`src/verilog/l1_store_pkg.sv`:
```
// Shared widths, L2 opcodes and request/response structs for the L1 store path and its testbench
`default_nettype none

package l1_store_pkg;

	// Strand and address geometry is fixed by the 26-bit L2 address
	localparam int NUM_STRANDS = 4;
	localparam int STRAND_W = 2;
	localparam int TAG_W = 20;
	localparam int SET_W = 6;
	localparam int LINE_BITS = 512;
	localparam int MASK_BITS = 64;

	typedef enum logic [2:0]
	{
		L2_STORE      = 3'd1,
		L2_STORE_SYNC = 3'd5
	} l2_op_e;

	typedef logic [NUM_STRANDS-1:0] strand_mask_t;

	// One request per cycle from the L1 pipeline; write clear means a load probe
	typedef struct packed
	{
		logic                  write;
		logic                  synchronized;
		logic [STRAND_W-1:0]   strand;
		logic [TAG_W-1:0]      tag;
		logic [SET_W-1:0]      set;
		logic [MASK_BITS-1:0]  mask;
		logic [LINE_BITS-1:0]  data;
	} store_req_t;

	// The address is the tag above the set index
	typedef struct packed
	{
		l2_op_e                   op;
		logic [STRAND_W-1:0]      strand;
		logic [TAG_W+SET_W-1:0]   address;
		logic [MASK_BITS-1:0]     mask;
		logic [LINE_BITS-1:0]     data;
	} l2_req_t;

	// from_stbuf marks responses that belong to the store buffer
	typedef struct packed
	{
		logic                  valid;
		logic                  status;
		logic                  from_stbuf;
		logic [STRAND_W-1:0]   strand;
		logic                  update;
	} l2_resp_t;

endpackage

`default_nettype wire

```
`src/verilog/rr_arbiter4.sv`:
```
// Four-way round-robin arbiter for store issue; priority rotates only while rotate_i is high
`default_nettype none
`timescale 1ns/100ps

module rr_arbiter4
(
	input  wire                        clk,
	input  wire                        rst_n_i,
	input  wire l1_store_pkg::strand_mask_t request_i,
	input  wire                        rotate_i,
	output l1_store_pkg::strand_mask_t grant_o
);

	logic [l1_store_pkg::STRAND_W-1:0] last_q;
	logic [l1_store_pkg::STRAND_W-1:0] grant_idx;
	logic [l1_store_pkg::STRAND_W-1:0] idx;
	logic                              found;

	// Search starts one past the last granted strand and wraps around
	always_comb
	begin
		grant_o = '0;
		grant_idx = last_q;
		idx = last_q;
		found = 1'b0;
		for (int k = 1; k <= l1_store_pkg::NUM_STRANDS; k++)
		begin
			idx = last_q + k[l1_store_pkg::STRAND_W-1:0];
			if (!found && request_i[idx])
			begin
				found = 1'b1;
				grant_idx = idx;
				grant_o[idx] = 1'b1;
			end
		end
	end

	// Strand 0 gets first priority out of reset
	always_ff @(posedge clk or negedge rst_n_i)
	begin
		if (!rst_n_i)
			last_q <= '1;
		else if (rotate_i && found)
			last_q <= grant_idx;
	end

	grant_onehot: assert property (@(posedge clk) disable iff (!rst_n_i) $onehot0(grant_o));

endmodule

`default_nettype wire

```
`src/verilog/sync_store_tracker.sv`:
```
// Tracks synchronized stores per strand and produces their rollback, resume and result bits
`default_nettype none
`timescale 1ns/100ps

module sync_store_tracker
(
	input  wire                          clk,
	input  wire                          rst_n_i,
	input  wire l1_store_pkg::store_req_t req_i,
	input  wire l1_store_pkg::strand_mask_t entry_busy_i,
	input  wire l1_store_pkg::l2_resp_t   resp_i,
	output logic                         need_sync_rollback_o,
	output logic                         sync_rollback_o,
	output l1_store_pkg::strand_mask_t   sync_resume_o,
	output l1_store_pkg::strand_mask_t   sync_result_o
);

	l1_store_pkg::strand_mask_t waiting_q;
	l1_store_pkg::strand_mask_t complete_q;
	l1_store_pkg::strand_mask_t result_q;
	l1_store_pkg::strand_mask_t sync_req_mask;
	l1_store_pkg::strand_mask_t resp_mask;

	// A sync store only counts when its entry is free; otherwise the full rollback handles it
	assign sync_req_mask = (req_i.write && req_i.synchronized && !entry_busy_i[req_i.strand])
		? l1_store_pkg::strand_mask_t'(1) << req_i.strand : '0;
	assign resp_mask = (resp_i.valid && resp_i.from_stbuf)
		? l1_store_pkg::strand_mask_t'(1) << resp_i.strand : '0;

	// A strand that already has its L2 answer replays without a second rollback
	assign need_sync_rollback_o = |(sync_req_mask & ~complete_q);
	assign sync_resume_o = waiting_q & resp_mask;
	assign sync_result_o = result_q;

	always_ff @(posedge clk or negedge rst_n_i)
	begin
		if (!rst_n_i)
		begin
			waiting_q <= '0;
			complete_q <= '0;
			result_q <= '0;
			sync_rollback_o <= 1'b0;
		end
		else
		begin
			waiting_q <= (waiting_q | (sync_req_mask & ~complete_q)) & ~resp_mask;
			complete_q <= (complete_q | (waiting_q & resp_mask)) & ~sync_req_mask;
			if (|(waiting_q & resp_mask))
				result_q[resp_i.strand] <= resp_i.status;
			sync_rollback_o <= need_sync_rollback_o;
		end
	end

	wait_xor_complete: assert property (@(posedge clk) disable iff (!rst_n_i)
		(waiting_q & complete_q) == '0);

	// The strand is stalled by the rollback until the response resumes it
	no_sync_while_waiting: assert property (@(posedge clk) disable iff (!rst_n_i)
		(waiting_q & sync_req_mask) == '0);

endmodule

`default_nettype wire

```
`src/verilog/store_buffer.sv`:
```
// Per-strand store entries with L2 issue, same-strand load bypass, rollback and resume
`default_nettype none
`timescale 1ns/100ps

module store_buffer
(
	input  wire                                     clk,
	input  wire                                     rst_n_i,
	input  wire l1_store_pkg::store_req_t           req_i,
	input  wire                                     need_sync_rollback_i,
	input  wire l1_store_pkg::strand_mask_t         sync_result_i,
	input  wire l1_store_pkg::strand_mask_t         sync_resume_i,
	input  wire                                     sync_rollback_i,
	input  wire l1_store_pkg::strand_mask_t         grant_i,
	input  wire l1_store_pkg::l2_resp_t             resp_i,
	input  wire                                     l2_ack_i,
	output l1_store_pkg::strand_mask_t              pending_o,
	output logic                                    rotate_o,
	output l1_store_pkg::strand_mask_t              entry_busy_o,
	output logic                                    l2_req_valid_o,
	output l1_store_pkg::l2_req_t                   l2_req_o,
	output logic [l1_store_pkg::LINE_BITS-1:0]      bypass_data_o,
	output logic [l1_store_pkg::MASK_BITS-1:0]      bypass_mask_o,
	output logic                                    rollback_o,
	output l1_store_pkg::strand_mask_t              resume_strands_o,
	output logic                                    store_update_o,
	output logic [l1_store_pkg::SET_W-1:0]          store_update_set_o
);

	typedef struct packed
	{
		logic                                  sync;
		logic [l1_store_pkg::TAG_W-1:0]        tag;
		logic [l1_store_pkg::SET_W-1:0]        set;
		logic [l1_store_pkg::MASK_BITS-1:0]    mask;
		logic [l1_store_pkg::LINE_BITS-1:0]    data;
	} entry_t;

	entry_t                             entries_q [l1_store_pkg::NUM_STRANDS];
	entry_t                             issue_entry;
	entry_t                             req_entry;
	l1_store_pkg::strand_mask_t         enqueued_q;
	l1_store_pkg::strand_mask_t         acked_q;
	l1_store_pkg::strand_mask_t         full_wait_q;
	l1_store_pkg::strand_mask_t         finish_mask;
	l1_store_pkg::strand_mask_t         req_mask;
	logic [l1_store_pkg::STRAND_W-1:0]  issue_idx_q;
	logic [l1_store_pkg::STRAND_W-1:0]  grant_idx;
	logic                               wait_ack_q;
	logic                               stbuf_full_q;
	logic                               resp_hit;
	logic                               store_complete;
	logic                               collision;
	logic                               enqueue;
	logic [l1_store_pkg::MASK_BITS-1:0] raw_mask;
	logic [l1_store_pkg::LINE_BITS-1:0] raw_data;

	assign resp_hit = resp_i.valid && resp_i.from_stbuf;
	assign store_complete = resp_hit && enqueued_q[resp_i.strand];
	// A response in the same cycle frees the entry for the new store of that strand
	assign collision = store_complete && req_i.write && req_i.strand == resp_i.strand;
	assign enqueue = req_i.write && (!enqueued_q[req_i.strand] || collision)
		&& (!req_i.synchronized || need_sync_rollback_i);

	assign finish_mask = resp_hit ? l1_store_pkg::strand_mask_t'(1) << resp_i.strand : '0;
	assign req_mask = l1_store_pkg::strand_mask_t'(1) << req_i.strand;

	assign pending_o = enqueued_q & ~acked_q;
	assign rotate_o = !wait_ack_q;
	assign entry_busy_o = enqueued_q;

	always_comb
	begin
		grant_idx = '0;
		for (int k = 0; k < l1_store_pkg::NUM_STRANDS; k++)
		begin
			if (grant_i[k])
				grant_idx = k[l1_store_pkg::STRAND_W-1:0];
		end
	end

	// The issued entry cannot change until its response, so the request is stable
	assign issue_entry = entries_q[issue_idx_q];
	assign l2_req_valid_o = wait_ack_q;
	assign l2_req_o.op = issue_entry.sync ? l1_store_pkg::L2_STORE_SYNC : l1_store_pkg::L2_STORE;
	assign l2_req_o.strand = issue_idx_q;
	assign l2_req_o.address = {issue_entry.tag, issue_entry.set};
	assign l2_req_o.mask = issue_entry.mask;
	assign l2_req_o.data = issue_entry.data;

	assign store_update_o = resp_hit && resp_i.update;
	assign store_update_set_o = resp_hit ? entries_q[resp_i.strand].set : '0;

	assign rollback_o = stbuf_full_q || sync_rollback_i;

	// Only the same strand's entry may forward data to a load
	assign req_entry = entries_q[req_i.strand];
	always_comb
	begin
		raw_mask = '0;
		raw_data = '0;
		if (enqueued_q[req_i.strand] && req_entry.tag == req_i.tag
			&& req_entry.set == req_i.set)
		begin
			raw_mask = req_entry.mask;
			raw_data = req_entry.data;
		end
	end

	always_ff @(posedge clk)
	begin
		if (enqueue)
			entries_q[req_i.strand] <= {req_i.synchronized, req_i.tag, req_i.set,
				req_i.mask, req_i.data};
	end

	always_ff @(posedge clk or negedge rst_n_i)
	begin
		if (!rst_n_i)
		begin
			enqueued_q <= '0;
			acked_q <= '0;
			issue_idx_q <= '0;
			wait_ack_q <= 1'b0;
			full_wait_q <= '0;
			stbuf_full_q <= 1'b0;
			resume_strands_o <= '0;
			bypass_mask_o <= '0;
			bypass_data_o <= '0;
		end
		else
		begin
			if (store_complete)
			begin
				acked_q[resp_i.strand] <= 1'b0;
				if (!collision)
					enqueued_q[resp_i.strand] <= 1'b0;
			end
			if (enqueue)
				enqueued_q[req_i.strand] <= 1'b1;

			// One request in flight; the next grant is taken the cycle after the ack
			if (wait_ack_q)
			begin
				if (l2_ack_i)
				begin
					acked_q[issue_idx_q] <= 1'b1;
					wait_ack_q <= 1'b0;
				end
			end
			else if (|grant_i)
			begin
				issue_idx_q <= grant_idx;
				wait_ack_q <= 1'b1;
			end

			// Strands stalled on a full entry wait for that entry's response
			if (req_i.write && enqueued_q[req_i.strand] && !collision)
			begin
				full_wait_q <= (full_wait_q & ~finish_mask) | req_mask;
				stbuf_full_q <= 1'b1;
			end
			else
			begin
				full_wait_q <= full_wait_q & ~finish_mask;
				stbuf_full_q <= 1'b0;
			end
			resume_strands_o <= (finish_mask & full_wait_q) | sync_resume_i;

			// A synchronized store returns its L2 status in bit 0 of each word
			if (req_i.write && req_i.synchronized)
			begin
				bypass_mask_o <= '1;
				bypass_data_o <= {(l1_store_pkg::LINE_BITS/32){{31'b0,
					sync_result_i[req_i.strand]}}};
			end
			else
			begin
				bypass_mask_o <= raw_mask;
				bypass_data_o <= raw_data;
			end
		end
	end

	resp_matches_entry: assert property (@(posedge clk) disable iff (!rst_n_i)
		resp_hit |-> (enqueued_q[resp_i.strand] && acked_q[resp_i.strand]));

endmodule

`default_nettype wire

```
`src/verilog/store_subsystem.sv`:
```
// Top of the L1 store path; connects the store buffer, the issue arbiter and the sync tracker
`default_nettype none
`timescale 1ns/100ps

module store_subsystem
(
	input  wire                                 clk,
	input  wire                                 rst_n_i,
	input  wire l1_store_pkg::store_req_t       req_i,
	input  wire                                 l2_ack_i,
	input  wire l1_store_pkg::l2_resp_t         resp_i,
	output logic                                l2_req_valid_o,
	output l1_store_pkg::l2_req_t               l2_req_o,
	output logic [l1_store_pkg::LINE_BITS-1:0]  bypass_data_o,
	output logic [l1_store_pkg::MASK_BITS-1:0]  bypass_mask_o,
	output logic                                rollback_o,
	output l1_store_pkg::strand_mask_t          resume_strands_o,
	output logic                                store_update_o,
	output logic [l1_store_pkg::SET_W-1:0]      store_update_set_o
);

	l1_store_pkg::strand_mask_t pending;
	l1_store_pkg::strand_mask_t grant;
	l1_store_pkg::strand_mask_t entry_busy;
	l1_store_pkg::strand_mask_t sync_resume;
	l1_store_pkg::strand_mask_t sync_result;
	logic                       rotate;
	logic                       need_sync_rollback;
	logic                       sync_rollback;

	store_buffer u_store_buffer
	(
		.clk                  (clk),
		.rst_n_i              (rst_n_i),
		.req_i                (req_i),
		.need_sync_rollback_i (need_sync_rollback),
		.sync_result_i        (sync_result),
		.sync_resume_i        (sync_resume),
		.sync_rollback_i      (sync_rollback),
		.grant_i              (grant),
		.resp_i               (resp_i),
		.l2_ack_i             (l2_ack_i),
		.pending_o            (pending),
		.rotate_o             (rotate),
		.entry_busy_o         (entry_busy),
		.l2_req_valid_o       (l2_req_valid_o),
		.l2_req_o             (l2_req_o),
		.bypass_data_o        (bypass_data_o),
		.bypass_mask_o        (bypass_mask_o),
		.rollback_o           (rollback_o),
		.resume_strands_o     (resume_strands_o),
		.store_update_o       (store_update_o),
		.store_update_set_o   (store_update_set_o)
	);

	rr_arbiter4 u_arbiter
	(
		.clk       (clk),
		.rst_n_i   (rst_n_i),
		.request_i (pending),
		.rotate_i  (rotate),
		.grant_o   (grant)
	);

	sync_store_tracker u_sync_tracker
	(
		.clk                  (clk),
		.rst_n_i              (rst_n_i),
		.req_i                (req_i),
		.entry_busy_i         (entry_busy),
		.resp_i               (resp_i),
		.need_sync_rollback_o (need_sync_rollback),
		.sync_rollback_o      (sync_rollback),
		.sync_resume_o        (sync_resume),
		.sync_result_o        (sync_result)
	);

endmodule

`default_nettype wire

```
`config.mk`:
```
export PLATFORM = sky130hd
export DESIGN_NAME = store_subsystem
export DESIGN_NICKNAME = d
export VERILOG_FILES = /design/src/verilog/l1_store_pkg.sv /design/src/verilog/rr_arbiter4.sv /design/src/verilog/sync_store_tracker.sv /design/src/verilog/store_buffer.sv /design/src/verilog/store_subsystem.sv
export SDC_FILE = /design/constraint.sdc
export NUM_CORES = 2
export LEC_CHECK = 0
export BUFFER_PORTS_ARGS = -buffer_cell sky130_fd_sc_hd__clkbuf_2
export CORE_AREA = 4 4 698 700
export CTS_CLUSTER_SIZE = 24
export DETAILED_ROUTE_END_ITERATION = 7
export DIE_AREA = 0 0 702 704
export HOLD_SLACK_MARGIN = 0.1
export PLACE_DENSITY = 0.47
export SLEW_MARGIN = 20
export SYNTH_ARGS = -nofsm -noshare
export SYNTH_HDL_FRONTEND = slang
export SYNTH_SLANG_ARGS = --single-unit
```
`constraint.sdc`:
```
create_clock -name clk -period 77.4 [get_ports clk]
set_clock_uncertainty 0.2 [all_clocks]
set_input_delay 19.35 -clock clk [delete_from_list [all_inputs] [get_ports clk]]
set_output_delay 19.35 -clock clk [all_outputs]
set_load 0.01 [all_outputs]
```
==> run_results.csv <==
group,metric,value,unit
setup_path,cpMostUsedCell,"clkbuf_2",
logic_synthesis,seq_area_frac_synth,72.1,%
power,p_sw,1.42,mW
route,wire_per_inst,33.0,microns
setup_path,crit_path_cell_trace,"clkbuf_2 -> mux4_2 -> and2_1 -> clkbuf_2",
power,switching_share,30.1,%
logic_synthesis,yosysWarnings,0,
power,leakage,54.3,nW
run,maxCapViolCount,0,
clock_tree,root_buffer,"clkbuf_16",
logic_synthesis,netlist_area,122000,sq um
global_routing,antenna_found_initial,309,
setup_path,endpoint_kind,"primary output",
logic_synthesis,yosys_most_used_dff,"edfxtp_1",
clock_tree,cts_resized,0,
clock_tree,postCtsSetupRepairBufs,0,
clock_tree,h-tree-depth,5,
sta,finalCritPeriodShare,52.4,%
clock_tree,numCtsBuffers,355,
setup_path,cp.arrival,21.04,ns
final_layout,multi_input_area,32300,sq um
route,vias_per_cell,4.70,
final_layout,fin_area,151000,sq um
sta,drv_slew,0,
floorplan,dieArea,494000,sq um
final_layout,drive_above_1_share,48.0,%
global_routing,grt_pass1_wl,629000,microns
global_routing,grt_use_total,18.5,%
min_path,whs_endpoint,"u_store_buffer.full_wait_q[1]$_DFF_PN0_",
sta,max_freq,24.6,MHz
setup_path,worstPathMaxFanout,14,
final_layout,nNetsFinal,8030,
clock_tree,path_clk_slew,0.06,ns
setup_path,max_stage_delay,0.61,ns
setup_path,r2r-start,"u_store_buffer.entry_busy_o[1]$_DFF_PN0_",
sta,hold_violations,0,
sta,finalSetupViolCount,0,
floorplan,die_w,702,microns
setup_path,crit_slowest_cell,"mux4_2",
power,p_clk_share,36.2,%
logic_synthesis,avgSynthCellArea,22.2,sq um
floorplan,rows,255,
logic_synthesis,synth_edf_count,2412,
floorplan,die_y,704,microns
global_routing,grt_max_degree,121,
clock_tree,cts_tree,"yes",
sta,grt_setup_unrepaired,"no",
setup_path,r2r-end,"u_store_buffer.entries_q[2][409]$_DFFE_PP_",
logic_synthesis,async_flop_share,20.2,%
power,p_comb_share,24.3,%
setup_path,cp-start-kind,"primary input",
clock_tree,clock_path_buffers,4,
global_routing,grt_pass1_vias,70455,
place,postPlaceCellArea,139000,sq um
min_path,hold_depth,2,
min_path,holdCritStartpoint,"u_store_buffer.full_wait_q[1]$_DFF_PN0_",
final_layout,fillCellCount,46830,
logic_synthesis,synth_seq_cells,3023,
logic_synthesis,ys_types,51,
place,io_buffers,1808,
power,pwr_density_cell,31.3,nW/um^2
min_path,min_path_type,"reg -> reg",
place,routabilityCongestion,0.830,
logic_synthesis,synth_nets,6096,
final_layout,layout_commonest_cell,"edfxtp_1",
final_layout,area_growth,23.9,%
sta,max_slew_margin,16.3,%
setup_path,reg2reg_depth,10,
route,drc,0,
route,wirelength,469000,microns
setup_path,crit_type,"in -> out",
global_routing,grt.overflow.total,0,
final_layout,regArea,87700,sq um
route,drtAntennaViolNets,0,
sta,tightestPinTransition,1.25,ns
clock_tree,postCtsHoldBufs,0,
floorplan,initial_utilization,25.3,%
place,place_hpwl,331000,microns
route,vias,66868,
sta,setup_tns,0,ns
sta,hold_slack,0.290,ns
route,dr.pass1.iters,5,
logic_synthesis,synthCells,5473,
setup_path,critPathRequiredTime,57.85,ns
final_layout,most-common-layout-cells,"2412 x edfxtp_1, 1805 x clkbuf_2, 1217 x mux4_2",
sta,min_period,40.59,ns
power,p_int,3.30,mW
route,drtIter0Drc,5383,
outcome,outcome,"finished, final reports clean",
power,seq_power_share,39.5,%
clock_tree,clk_latency,0.94,ns
power,vdd_drop_max,0.0256,mV
clock_tree,cts_sinks,3023,
floorplan,core,481000,sq um
floorplan,pin_count,1811,
setup_path,r2r_slack,70.91,ns
[synthesized netlist by cell type (2+ instances only)]
master | n | share of area [%]
a22o_1 | 4 | 0.029
edfxtp_1 | 2412 | 59
buf_4 | 3 | 0.018
dfrtp_1 | 609 | 13
a21oi_1 | 13 | 0.053
nand3_1 | 16 | 0.066
mux4_2 | 1217 | 23
nand4_1 | 6 | 0.031
a221o_1 | 2 | 0.016
and2_1 | 8 | 0.041
inv_1 | 91 | 0.28
nor2_1 | 33 | 0.10
or2_2 | 2 | 0.010
buf_2 | 64 | 0.26
xnor2_1 | 29 | 0.21
and3_1 | 3 | 0.015
buf_6 | 2 | 0.018
conb_1 | 2 | 0.0062
nand2b_1 | 6 | 0.031
dfstp_2 | 2 | 0.043
or3_1 | 2 | 0.010
nand2_1 | 25 | 0.077
ha_1 | 8 | 0.082
o2bb2ai_1 | 2 | 0.014
a21o_1 | 3 | 0.018
o31ai_1 | 2 | 0.012
buf_1 | 107 | 0.33
nor2b_1 | 500 | 2.6
nor3_1 | 7 | 0.029
o21ai_0 | 96 | 0.39
mux2_2 | 4 | 0.037
clkbuf_1 | 174 | 0.54
[worst max-delay path by stage]
stage	cells after the start	from	slack, ns	to
global route	4	resp_i[1]	36.77	store_update_set_o[3]
global placement	4	resp_i[1]	36.81	store_update_set_o[3]
detailed placement	4	resp_i[1]	36.82	store_update_set_o[3]
floorplan	9	req_i[602]	13.24	u_store_buffer.entries_q[0][0]$_DFFE_PP_
finish	4	resp_i[1]	36.81	store_update_set_o[3]
CTS	4	resp_i[1]	36.82	store_update_set_o[3]
[layout make-up]
cell class	instances	area share (%)
antenna	90	0.149
timing repair buffer	1927	6.77
multi-input combinational	2008	21.4
sequential	3023	58.2
tap	6425	5.33
inverter	92	0.229
clock buffer	495	6.61
clock inverter	162	1.32
[power groups by stage]
stage               Sequential, mW  Combinational (mW)  Clock (mW)
finish                        1.86                1.15        1.71
detailed placement            1.90                1.18           0
global route                  1.87                1.21        1.82
global placement              1.89                1.17           0
floorplan                     1.94               0.632           0
CTS                           1.86                1.18        1.76
[metrics by stage]
stage | power, mW | cells | util, % | worst slack, ns
final | 4.72 | 14222 | 31.3 | 36.81
after CTS | 4.80 | 14131 | 31.3 | 36.82
after global placement | 3.07 | 13473 | 28.8 | 36.81
after detailed placement | 3.07 | 13474 | 28.8 | 36.82
after floorplan | 2.58 | 5473 | - | 13.24
after global routing | 4.90 | 14169 | 31.3 | 36.77
[registers in the layout, summed over array words and instances, names as in the netlist, 2 cells and up]
register	flops
u_store_buffer.bypass_data_o	512
u_store_buffer.issue_idx_q	2
u_sync_tracker.waiting_q	4
u_store_buffer.entry_busy_o	4
u_store_buffer.resume_strands_o	4
u_store_buffer.bypass_mask_o	64
u_store_buffer.full_wait_q	4
u_sync_tracker.complete_q	4
u_store_buffer.acked_q	4
u_store_buffer.entries_q	2412
u_sync_tracker.sync_result_o	4
u_arbiter.last_q	2
[kinds of logic (layout without fill, tap and decap cells)]
group,Yosys count,in the layout,synth area share [%]
and+or+nand+nor,611,611,3.01
AOI/OAI and AO/OA,137,137,0.641
buffers and inverters,442,2676,1.45
other,2,92,0.00617
DFF,3023,3023,72.1
xor gates and xnor gates,29,29,0.209
adders and majority gates,8,8,0.0822
muxes,1221,1221,22.6
[routing by layer]
| layer | routed length (microns) | GRT usage [%] |
|---|---|---|
| met5 | 839 | 0 |
| met4 | 21300 | 7.62 |
| met3 | 46400 | 7.20 |
| met2 | 230000 | 30.8 |
| met1 | 171000 | 21.1 |
[worst max-delay path: cells and delay by family]
kind | cells | cell delay [ns]
multiplexers | 1 | 0.61
AND/OR/NAND/NOR | 1 | 0.29
buffers and inverters | 2 | 0.74
(Power assumes the default switching activity.)
